### src/verilog/uart_pkg.sv
`default_nettype none

package uart_pkg;

	// clock and oversampling
	localparam int CLK_DIV        = 10;  // 100 MHz system clock down to a 10 MHz base
	localparam int BAUD_DIV_WIDTH = 8;
	localparam int SAMPLE_COUNT   = 8;   // ticks per serial bit
	localparam int SAMPLE_WIDTH   = 3;
	localparam int MAJORITY       = 4;   // agreeing samples for an early stop decision

	// receive buffer
	localparam int FIFO_DEPTH = 16;
	localparam int FIFO_AW    = 4;

	// line format, held stable by the host while a frame is on the wire
	typedef struct packed {
		logic [BAUD_DIV_WIDTH-1:0] baud_div;  // tick period is CLK_DIV*(baud_div+1) clocks
		logic [1:0]                data_type;  // 00 eight bits, 01 seven, 10 six, 11 five
		logic [1:0]                stop_type;  // 00 one, 01 one and a half, 10 two
		logic                      check_en;  // parity bit present
		logic [1:0]                check_type;  // 00 odd, 01 even, 10 mark, 11 space
	} uart_cfg_t;

	// one received frame as stored in the fifo
	typedef struct packed {
		logic [7:0] data;  // right aligned, unused upper bits zero
		logic       err;  // bad start, parity or stop bit
	} rx_entry_t;

endpackage

`default_nettype wire

### src/verilog/rx_fifo.sv
`default_nettype none

// Circular buffer for received frames.
// Pointers carry one extra bit so that full and empty differ only in
// the wrap bit. The head entry is shown without a read latency.
module rx_fifo import uart_pkg::*; (
	input  logic      clk,
	input  logic      rst,
	input  logic      push,  // from the receiver, cannot be stalled
	input  rx_entry_t wr_entry,
	input  logic      rd,  // host pops the head entry
	output rx_entry_t rd_entry,
	output logic      empty,
	output logic      full,
	output logic      overrun  // sticky until reset
);

	rx_entry_t          mem [FIFO_DEPTH];
	logic [FIFO_AW:0]   wr_ptr;
	logic [FIFO_AW:0]   rd_ptr;
	logic               do_write;
	logic               do_read;

	assign empty = wr_ptr == rd_ptr;
	assign full  = (wr_ptr[FIFO_AW] != rd_ptr[FIFO_AW]) &&
		(wr_ptr[FIFO_AW-1:0] == rd_ptr[FIFO_AW-1:0]);

	assign do_write = push && !full;  // entry lost when full
	assign do_read  = rd && !empty;

	always_ff @(posedge clk) begin
		if (do_write) begin
			mem[wr_ptr[FIFO_AW-1:0]] <= wr_entry;
		end
	end

	always_ff @(posedge clk) begin
		if (rst) begin
			wr_ptr <= '0;
		end else if (do_write) begin
			wr_ptr <= wr_ptr + 1'b1;
		end
	end

	always_ff @(posedge clk) begin
		if (rst) begin
			rd_ptr <= '0;
		end else if (do_read) begin
			rd_ptr <= rd_ptr + 1'b1;
		end
	end

	always_ff @(posedge clk) begin
		if (rst) begin
			overrun <= 1'b0;
		end else if (push && full) begin
			overrun <= 1'b1;
		end
	end

	assign rd_entry = mem[rd_ptr[FIFO_AW-1:0]];  // valid while not empty

endmodule

`default_nettype wire

### src/verilog/uart_baud_gen.sv
`default_nettype none

// Two-stage divider that paces the receiver's oversampling.
// The prescaler brings the system clock down to the 10 MHz base, and the
// second stage divides that by baud_div+1. Both stages sit at zero while
// restart is high, so the first tick lands a fixed time after restart falls.
module uart_baud_gen import uart_pkg::*; (
	input  logic                      clk,
	input  logic                      rst,
	input  logic                      restart,  // level, held by the receiver while idle
	input  logic [BAUD_DIV_WIDTH-1:0] baud_div,
	output logic                      tick  // one clock wide
);

	logic [$clog2(CLK_DIV)-1:0] clk_count;  // prescaler stage
	logic [BAUD_DIV_WIDTH-1:0]  div_count;  // baud divider stage
	logic                       pre_wrap;
	logic                       div_wrap;

	assign pre_wrap = clk_count == $bits(clk_count)'(CLK_DIV - 1);
	assign div_wrap = div_count == baud_div;

	always_ff @(posedge clk) begin
		if (rst || restart) begin
			clk_count <= '0;
		end else if (pre_wrap) begin
			clk_count <= '0;
		end else begin
			clk_count <= clk_count + 1'b1;
		end
	end

	always_ff @(posedge clk) begin
		if (rst || restart) begin
			div_count <= '0;
		end else if (pre_wrap) begin
			if (div_wrap) begin
				div_count <= '0;
			end else begin
				div_count <= div_count + 1'b1;
			end
		end
	end

	always_ff @(posedge clk) begin
		if (rst || restart) begin
			tick <= 1'b0;
		end else begin
			tick <= pre_wrap && div_wrap;  // one pulse per full divider wrap
		end
	end

endmodule

`default_nettype wire

### src/verilog/uart_rx.sv
`default_nettype none

// UART frame receiver.
// Each bit spans SAMPLE_COUNT ticks; the line is sampled on the first
// seven ticks and the bit is decided by majority on the eighth.
// A frame is start, 5 to 8 data bits LSB first, optional parity, and
// one, one and a half or two stop bits. Every frame ends in a push.
module uart_rx import uart_pkg::*; (
	input  logic      clk,
	input  logic      rst,
	input  logic      en,  // allows a new start edge to be taken
	input  uart_cfg_t cfg,
	input  logic      rx,  // serial line, idles high
	input  logic      tick,  // oversampling tick from the baud generator
	output logic      restart,  // clears the tick generator and the sample counters
	output logic      push,  // frame finished, entry valid
	output rx_entry_t entry,
	output logic      busy
);

	typedef enum logic [2:0] {
		S_IDLE,
		S_START,
		S_DATA,
		S_CHECK,
		S_STOP0,
		S_STOP1,
		S_DONE,
		S_ERROR
	} state_t;

	state_t state;
	state_t next_state;

	logic [SAMPLE_WIDTH-1:0] sample_count;  // ticks seen in the current bit
	logic [SAMPLE_WIDTH-1:0] pos_count;  // high samples
	logic [SAMPLE_WIDTH-1:0] neg_count;  // low samples
	logic                    bit_ready;  // curr_bit valid for one cycle
	logic                    curr_bit;
	logic                    rx_prev;
	logic [2:0]              bit_cnt;  // index of the data bit being received
	logic                    last_bit;
	logic [7:0]              shift_data;
	logic                    check_bit;  // expected parity
	logic                    stop_high;
	logic                    stop_low;

	// sampling and majority vote
	always_ff @(posedge clk) begin
		bit_ready <= 1'b0;
		if (rst || restart) begin
			sample_count <= '0;
			pos_count    <= '0;
			neg_count    <= '0;
		end else if (tick) begin
			if (sample_count != SAMPLE_WIDTH'(SAMPLE_COUNT - 1)) begin
				sample_count <= sample_count + 1'b1;
				if (rx) begin
					pos_count <= pos_count + 1'b1;
				end else begin
					neg_count <= neg_count + 1'b1;
				end
			end else begin
				bit_ready    <= 1'b1;
				curr_bit     <= pos_count > neg_count;  // seven samples, never a tie
				sample_count <= '0;
				pos_count    <= '0;
				neg_count    <= '0;
			end
		end
	end

	// previous line level for start edge detection
	always_ff @(posedge clk) begin
		if (rst) begin
			rx_prev <= 1'b0;
		end else begin
			rx_prev <= rx;
		end
	end

	// data_type counts the bits dropped from a full byte
	assign last_bit = bit_cnt == (3'd7 - {1'b0, cfg.data_type});

	// a stop bit that is not sampled to the end is decided on MAJORITY samples
	assign stop_high = pos_count == SAMPLE_WIDTH'(MAJORITY);
	assign stop_low  = neg_count == SAMPLE_WIDTH'(MAJORITY);

	// shift_data is already right aligned once parity is checked
	always_comb begin
		case (cfg.check_type)
			2'b00:   check_bit = ~(^shift_data);
			2'b01:   check_bit = ^shift_data;
			2'b10:   check_bit = 1'b1;
			default: check_bit = 1'b0;
		endcase
	end

	always_comb begin
		next_state = state;
		restart    = 1'b0;
		case (state)
			S_IDLE: begin
				restart = 1'b1;
				if (en && rx_prev && !rx) begin
					next_state = S_START;
				end
			end
			S_START: begin
				if (bit_ready) begin
					next_state = curr_bit ? S_ERROR : S_DATA;
				end
			end
			S_DATA: begin
				if (bit_ready && last_bit) begin
					next_state = cfg.check_en ? S_CHECK : S_STOP0;
				end
			end
			S_CHECK: begin
				if (bit_ready) begin
					next_state = (curr_bit != check_bit) ? S_ERROR : S_STOP0;
				end
			end
			S_STOP0: begin
				if (cfg.stop_type[1]) begin  // two stop bits, first one sampled in full
					if (bit_ready) begin
						next_state = curr_bit ? S_STOP1 : S_ERROR;
					end
				end else if (stop_high) begin
					restart    = 1'b1;
					next_state = S_DONE;
				end else if (stop_low) begin
					restart    = 1'b1;
					next_state = S_ERROR;
				end
			end
			S_STOP1: begin
				if (stop_high) begin
					restart    = 1'b1;
					next_state = S_DONE;
				end else if (stop_low) begin
					restart    = 1'b1;
					next_state = S_ERROR;
				end
			end
			S_DONE, S_ERROR: begin
				next_state = rx ? S_IDLE : S_START;  // line already low, next start bit
			end
			default: begin
				next_state = S_IDLE;
			end
		endcase
	end

	always_ff @(posedge clk) begin
		if (rst) begin
			state <= S_IDLE;
		end else begin
			state <= next_state;
		end
	end

	always_ff @(posedge clk) begin
		if (rst) begin
			bit_cnt <= '0;
		end else if (state == S_START) begin
			bit_cnt <= '0;
		end else if (state == S_DATA && bit_ready) begin
			bit_cnt <= bit_cnt + 1'b1;
		end
	end

	// LSB first, so each new bit enters at the top
	always_ff @(posedge clk) begin
		if (state == S_START) begin
			shift_data <= '0;
		end else if (state == S_DATA && bit_ready) begin
			if (last_bit) begin
				shift_data <= {curr_bit, shift_data[7:1]} >> cfg.data_type;
			end else begin
				shift_data <= {curr_bit, shift_data[7:1]};
			end
		end
	end

	always_ff @(posedge clk) begin
		if (rst) begin
			push <= 1'b0;
		end else begin
			push <= (state == S_DONE) || (state == S_ERROR);
		end
	end

	always_ff @(posedge clk) begin
		if (state == S_DONE || state == S_ERROR) begin
			entry.data <= shift_data;
			entry.err  <= state == S_ERROR;
		end
	end

	assign busy = state != S_IDLE;

endmodule

`default_nettype wire

### src/verilog/uart_rx_top.sv
`default_nettype none

// UART receive subsystem.
// The receiver and its tick generator produce frames; the FIFO holds them
// until the host reads them through the strobe interface.
module uart_rx_top import uart_pkg::*; (
	input  logic      clk,
	input  logic      rst,
	input  logic      en,  // start detection enable
	input  uart_cfg_t cfg,  // line format and baud divider
	input  logic      rx,  // serial input
	input  logic      rd,  // pop strobe
	output rx_entry_t entry,  // fifo head, valid while empty is low
	output logic      empty,
	output logic      full,
	output logic      overrun,
	output logic      busy  // frame in progress
);

	logic      restart;
	logic      tick;
	logic      push;
	rx_entry_t rx_entry;

	uart_baud_gen u_baud_gen (
		.clk      (clk),
		.rst      (rst),
		.restart  (restart),
		.baud_div (cfg.baud_div),
		.tick     (tick)
	);

	uart_rx u_rx (
		.clk     (clk),
		.rst     (rst),
		.en      (en),
		.cfg     (cfg),
		.rx      (rx),
		.tick    (tick),
		.restart (restart),
		.push    (push),
		.entry   (rx_entry),
		.busy    (busy)
	);

	rx_fifo u_fifo (
		.clk      (clk),
		.rst      (rst),
		.push     (push),
		.wr_entry (rx_entry),
		.rd       (rd),
		.rd_entry (entry),
		.empty    (empty),
		.full     (full),
		.overrun  (overrun)
	);

endmodule

`default_nettype wire
### config.mk
export PLATFORM = sky130hd
export DESIGN_NAME = uart_rx_top
export DESIGN_NICKNAME = d
export VERILOG_FILES = /design/src/verilog/uart_pkg.sv /design/src/verilog/rx_fifo.sv /design/src/verilog/uart_baud_gen.sv /design/src/verilog/uart_rx.sv /design/src/verilog/uart_rx_top.sv
export SDC_FILE = /design/constraint.sdc
export NUM_CORES = 1
export LEC_CHECK = 0
export ABC_AREA = 1
export BUFFER_PORTS_ARGS = -buffer_cell sky130_fd_sc_hd__buf_2
export CAP_MARGIN = 10
export CELL_PAD_IN_SITES_DETAIL_PLACEMENT = 2
export CELL_PAD_IN_SITES_GLOBAL_PLACEMENT = 2
export CORE_MARGIN = 3
export CORE_UTILIZATION = 42
export DETAILED_ROUTE_END_ITERATION = 8
export GPL_ROUTABILITY_DRIVEN = 0
export PLACE_DENSITY_LB_ADDON = 0.1
export SLEW_MARGIN = 20
export SYNTH_ARGS = -nofsm -noshare
export SYNTH_HDL_FRONTEND = slang
export SYNTH_SLANG_ARGS = --single-unit
### constraint.sdc
create_clock -name clk -period 3 [get_ports clk]
set_clock_uncertainty 0.2 [all_clocks]
set_input_delay 0.6 -clock clk [delete_from_list [all_inputs] [get_ports clk]]
set_output_delay 0.6 -clock clk [all_outputs]
set_load 0.02 [all_outputs]
==> results of run 1 <==
## metal layers
| metal | share of wire [%] | vias to the layer above | wire length [um] | GRT usage (%) |
|---|---|---|---|---|
| li1 | - | 3030 | - | - |
| met1 | 41 | 3260 | 10600 | 26.2 |
| met2 | 52 | 136 | 13500 | 40.5 |
| met3 | 3.4 | 60 | 869 | 2.96 |
| met4 | 3.6 | 0 | 932 | 7.61 |
| met5 | 0 | - | 0 | 0 |
## cells by family after synthesis
kind of cell	count (synthesis)
simple gates	235
flops	208
compound gates	195
buf+inv	127
mux	36
xor+xnor	21
fa+ha+maj	18
## state kept, by name, indices dropped and copies added (netlist names), 4 cells and up, named ones only
signal and cells:
u_rx.shift_data 8, u_fifo.mem 144, u_rx.entry 9, u_baud_gen.clk_count 4, u_baud_gen.div_count 8, u_fifo.wr_ptr 5, u_fifo.rd_ptr 5
## timing repair
item,in CTS,in global routing
buffers inserted,3,1
pin swaps,0,1
cloned,0,0
setup endpoints to repair,9,4
hold buffers,0,0
resized for setup,3,5
## cell usage in the layout, fill, tap and decap left out, drive strengths merged
| cell | n |
|---|---|
| a211oi | 11 |
| a21oi | 69 |
| a221oi | 1 |
| a31oi | 3 |
| a32oi | 1 |
| and3 | 1 |
| buf | 51 |
| clkbuf | 35 |
| clkinv | 12 |
| dfxtp | 54 |
| edfxtp | 154 |
| ha | 18 |
| inv | 92 |
| mux2i | 36 |
| nand2 | 114 |
| nand3 | 22 |
| nand3b | 1 |
| nand4 | 2 |
| nor2 | 71 |
| nor3 | 14 |
| nor3b | 4 |
| nor4 | 1 |
| nor4b | 1 |
| o2111a | 1 |
| o211ai | 36 |
| o21ai | 71 |
| o21bai | 1 |
| o41ai | 1 |
| or2 | 4 |
| xnor2 | 10 |
| xor2 | 11 |
## worst max path at each step
stage / end / slack, ns / cells past startpoint / start
finish: entry[6] / 0.1 / 6 / flop
detailed placement: u_fifo.mem[6][5] / 0.21 / 8 / u_fifo.wr_ptr[2]
global placement: u_fifo.mem[6][3] / 0.33 / 8 / u_fifo.wr_ptr[2]
global route: entry[0] / 0.005 / 7 / flop
floorplan: entry[1] / 0.85 / 8 / flop
CTS: entry[7] / 0.04 / 6 / flop
## area by class of cell
type,instances,area [um2]
fill,2165,10800
sequential,208,5710
multi-input combinational,505,2960
clock buffer,35,683
inverter,95,358
timing repair buffer,51,345
tap,275,344
clock inverter,9,40.0
## power groups by stage
stage          logic [uW]  registers [uW]  clock network [uW]
6_report              673            3100                2700
5_1_grt               743            3100                2890
3_5_place_dp          629            3180                   0
3_3_place_gp          588            3170                   0
4_1_cts               669            3110                2760
2_1_floorplan         450            3150                   0
## metrics by stage
stage               instance area [um2]  std cells
finish                            10400       1178
global route                      10400       1178
CTS                               10400       1177
detailed placement                 9660       1130
global placement                   9660       1130
floorplan                          9160        840
## worst max-delay path, delay by kind of cell, from the launching register on
family          cells  cell delay (ns)
buf+inv             2             0.36
mux                 1             0.24
simple gates        1             0.12
flops               1             0.46
compound gates      2             0.41
==> reports/qor.yml, run 1 <==
status: "finished, final reports clean"
finalHoldViolations: 0
die_w_um: 154
pre_cts_slack_ns: 0.212
hold_start: "rx"
clk_latency_ns: 0.51
startpoint_type: "flop"
cts_buffers: 24
syn_inst: 840
synth_flop_cell: "edfxtp_1"
finalMaxSlewViolations: 0
reg2reg_to: "u_fifo.mem[13][6]"
rsz0062_at_grt: "no"
postRouteAntennaNets: 0
routed_wl_mm: 25.9
die_area_um2: 23600
p_leak_uw: 0.00390
rrSetupSlack_ns: 0.27
final_layout_size_suffix_gt1_share_pct: 12.7
required_ns: 2.20
clock_power_share_pct: 41.7
path_max_fanout: 7
p_total_uw: 6480
ir_worst_vdd_v: 0.000323
yosysUniqueCellTypes: 45
dp_hpwl_mm: 17.2
yosys.area_share.simple_pct: 11.3
die_h_um: 154
grt_pass1_vias: 7373
fin_ws_ns: 0.0996
final_util_pct: 49.2
max_cap_viol_count: 0
viasPerCell: 5.51
p_int_uw: 4870
io_pins: 33
netlist_area_um2: 9160
seq_power_share_pct: 47.9
yosysTopAreaCell: "edfxtp_1"
synth-xor-area-share_pct: 2.01
avgSynthCellArea_um2: 10.9
antenna_found_initial: 0
crit_chain: "buf_6 > mux2i_2 > o21ai_1 > o211ai_1 > nand2_1 > buf_2"
yosys-top-cells-count: "edfxtp_1 (154), nand2_1 (110), inv_1 (87)"
r2r_start: "u_fifo.wr_ptr[2]"
finalCritPeriodShare_pct: 96.7
max_slew.worst_pin.slew_ns: 1.06
wire_per_inst_um: 22.0
drt_iter0_drc: 370
first_pass_iters: 4
n_antenna_cell: 0
vias: 6486
finalSetupTns_ns: 0
holdCritPathClass: "in2reg"
final_nets: 923
hold_path_depth: 3
min_period_ns: 2.90
hold_end: "u_rx.rx_prev"
setup_violations: 0
syn_to_final_growth_pct: 14.0
grt_max_degree: 37
synth-compound-area-share_pct: 12.4
synth-edff-count: 154
whs_ns: 0.226
synthMuxAreaShare_pct: 3.94
critical_path_class: "reg2out"
critPathSlowestCell: "dfxtp_4"
cts_max_level: 1
synth.area.top_cells: "edfxtp_1 (51%), dfxtp_1 (12%), nand2_1 (4.5%)"
clockBufferDepth: 3
drc: 0
relSlewSlack_pct: 29.4
cts_root_buf: "clkbuf_16"
initial_core_util_pct: 43.1
crit_path_end_kind: "output port"
p_switching_uw: 1610
synthAdderAreaFrac_pct: 2.46
core-area_um2: 21200
synth.most_common_cell: "edfxtp_1"
io_buffers: 31
num_rows: 53
critPathMaxStageDelay_ns: 0.46
worst_ep_arrival_time_ns: 2.10
cts_tree: "done"
combPwrFrac_pct: 10.4
swShare_pct: 24.9
yosysSeqAreaShare_pct: 62.3
grt_overflow: 0
yosys_warnings: 0
grt_use_total_pct: 21.9
synth_fp_nets: 878
p_per_area_nw_per_um2: 621
r2r_cells: 8
fmax_mhz: 345
netlist.area_leader.share_pct: 50.5
async_flop_share_pct: 0
synth_top_family_by_area: "compound AO/OA/AOI/OAI gates"
grt_pass1_wl_mm: 41.3
synth_seq_cells: 208
clkSlewWorstSetupHoldPaths_ns: 0.06
clkSinkCount: 208
Power figures use the tool's default switching activity.
==> run 2, diff against run 1 <==
--- a/config.mk
+++ b/config.mk
@@ -15,6 +15,7 @@
 export DETAILED_ROUTE_END_ITERATION = 8
 export GPL_ROUTABILITY_DRIVEN = 0
 export PLACE_DENSITY_LB_ADDON = 0.1
+export REMOVE_ABC_BUFFERS = 1
 export SLEW_MARGIN = 20
 export SYNTH_ARGS = -nofsm -noshare
 export SYNTH_HDL_FRONTEND = slang
==> constraint.sdc (replaced) <==
create_clock -name clk -period 3 [get_ports clk]
set_clock_uncertainty 0.2 [all_clocks]
set_input_delay 0.15 -clock clk [delete_from_list [all_inputs] [get_ports clk]]
set_output_delay 0.15 -clock clk [all_outputs]
set_load 0.02 [all_outputs]
==> run 2 against run 1 <==
  * Power up 3.8%
  * Setup slack improved by 0.033 ns
  * Die area is the same
  * Largest cell class unchanged
  * Critical path depth rose by 3
  * Routed wire length increased by 4.5%
==> reports/qor.yml, run 2 (synthesis results as in run 1) <==
drc: 0
grt_overflow: 0
vias: 6471
viasPerCell: 5.50
p_leak_uw: 0.00393
clkSlewWorstSetupHoldPaths_ns: 0.06
clkSinkCount: 208
die_area_um2: 23600
rsz0062_at_grt: "yes"
p_total_uw: 6730
grt_max_degree: 46
finalCritPeriodShare_pct: 95.6
cts_tree: "done"
required_ns: 2.92
finalHoldViolations: 0
clockBufferDepth: 3
antenna_found_initial: 0
syn_to_final_growth_pct: 15.3
cts_root_buf: "clkbuf_16"
io_buffers: 31
drt_iter0_drc: 337
path_max_fanout: 9
clk_latency_ns: 0.50
cts_buffers: 23
wire_per_inst_um: 23.0
setup_violations: 0
grt_pass1_vias: 7421
die_w_um: 154
grt_use_total_pct: 23.0
max_cap_viol_count: 0
final_nets: 925
n_antenna_cell: 0
first_pass_iters: 4
holdCritPathClass: "in2reg"
initial_core_util_pct: 43.1
core-area_um2: 21200
fillerInstances: 2111
largest_reg_flops: 144
worst_ep_arrival_time_ns: 2.79
finalMaxSlewViolations: 0
ir_worst_vdd_v: 0.000338
final_layout_size_suffix_gt1_share_pct: 12.8
whs_ns: 0.0144
layout_common_cells: "edfxtp_1 (154), nand2_1 (110), inv_1 (87), o21ai_0 (69), a21oi_1 (65)"
p_per_area_nw_per_um2: 637
min_period_ns: 2.87
grt_pass1_wl_mm: 42.8
cts_max_level: 1
io_pins: 33
die_h_um: 154
final_common_cell: "edfxtp_1"
num_rows: 53
startpoint_type: "flop"
max_slew.worst_pin.slew_ns: 0.901
routed_wl_mm: 27.0
crit_path_end_kind: "flop"
fmax_mhz: 349
dp_hpwl_mm: 17.8
postCtsSetupRepairBufs: 0
relSlewSlack_pct: 39.7
status: "finished, final reports clean"
postRouteAntennaNets: 0
critical_path_class: "reg2reg"
run 2: path summary, 6_finish.rpt:
| path | start | endpoint | slack (ns) | depth (start not counted) |
|---|---|---|---|---|
| max | u_fifo.wr_ptr[3] | u_fifo.mem[0][7] | 0.13 | 9 |
| min | en | u_rx.state[0] | 0.01 | 4 |
| max reg2reg | u_fifo.wr_ptr[3] | u_fifo.mem[0][7] | 0.13 | 9 |
| min reg2reg | u_baud_gen.clk_count[0] | u_baud_gen.clk_count[0] | 0.28 | 1 |
run 2: power breakdown:
| part | internal (uW) | switching, uW |
|---|---|---|
| Clock | 1830 | 1150 |
| Combinational | 218 | 409 |
| Sequential | 3070 | 56.7 |
run 2: layout make-up:
type                       count  area (um2)  share of cell area [%]
timing repair buffer          54         388                    3.67
clock buffer                  25         583                    5.52
inverter                      95         357                    3.38
tap                          275         344                    3.26
multi-input combinational    505        2980                    28.2
clock inverter                14         198                    1.87
sequential                   208        5710                    54.1
run 2: metal layers:
layer	GRT usage, %	part of all wire (%)	vias up
met3	2.31	3.7	50
met2	43.2	54	119
met1	27.5	39	3283
met4	7.74	3.0	0
met5	0	0	-
li1	-	-	3019
run 2: critical path: stages (launching register included):
cell and delay [ns]:
dfxtp_1 0.45, inv_1 0.18, nor2_1 0.17, nor3_2 0.08, nand2_1 0.07, or2_1 0.18
nand2_4 0.11, inv_2 0.13, nand2_1 0.18, nor2_1 0.73
run 2: per-stage QoR:
step                util [%]  std cells  cell area, um2  TNS [ns]  setup WS (ns)
floorplan                  -        808            9010     -4.56         -0.516
detailed placement      45.3       1124            9610         0          0.210
global route            49.8       1176           10600    -0.244        -0.0225
finish                  49.8       1176           10600         0          0.133
CTS                     49.6       1176           10500         0         0.0157
global placement        45.3       1124            9610         0          0.467
run 2: what timing repair did:
action / in CTS / in global routing
setup endpoints to repair: 0 / 64
hold buffers: 13 / 0
resized for setup: 0 / 14
endpoints found under the hold margin: 18 / 0
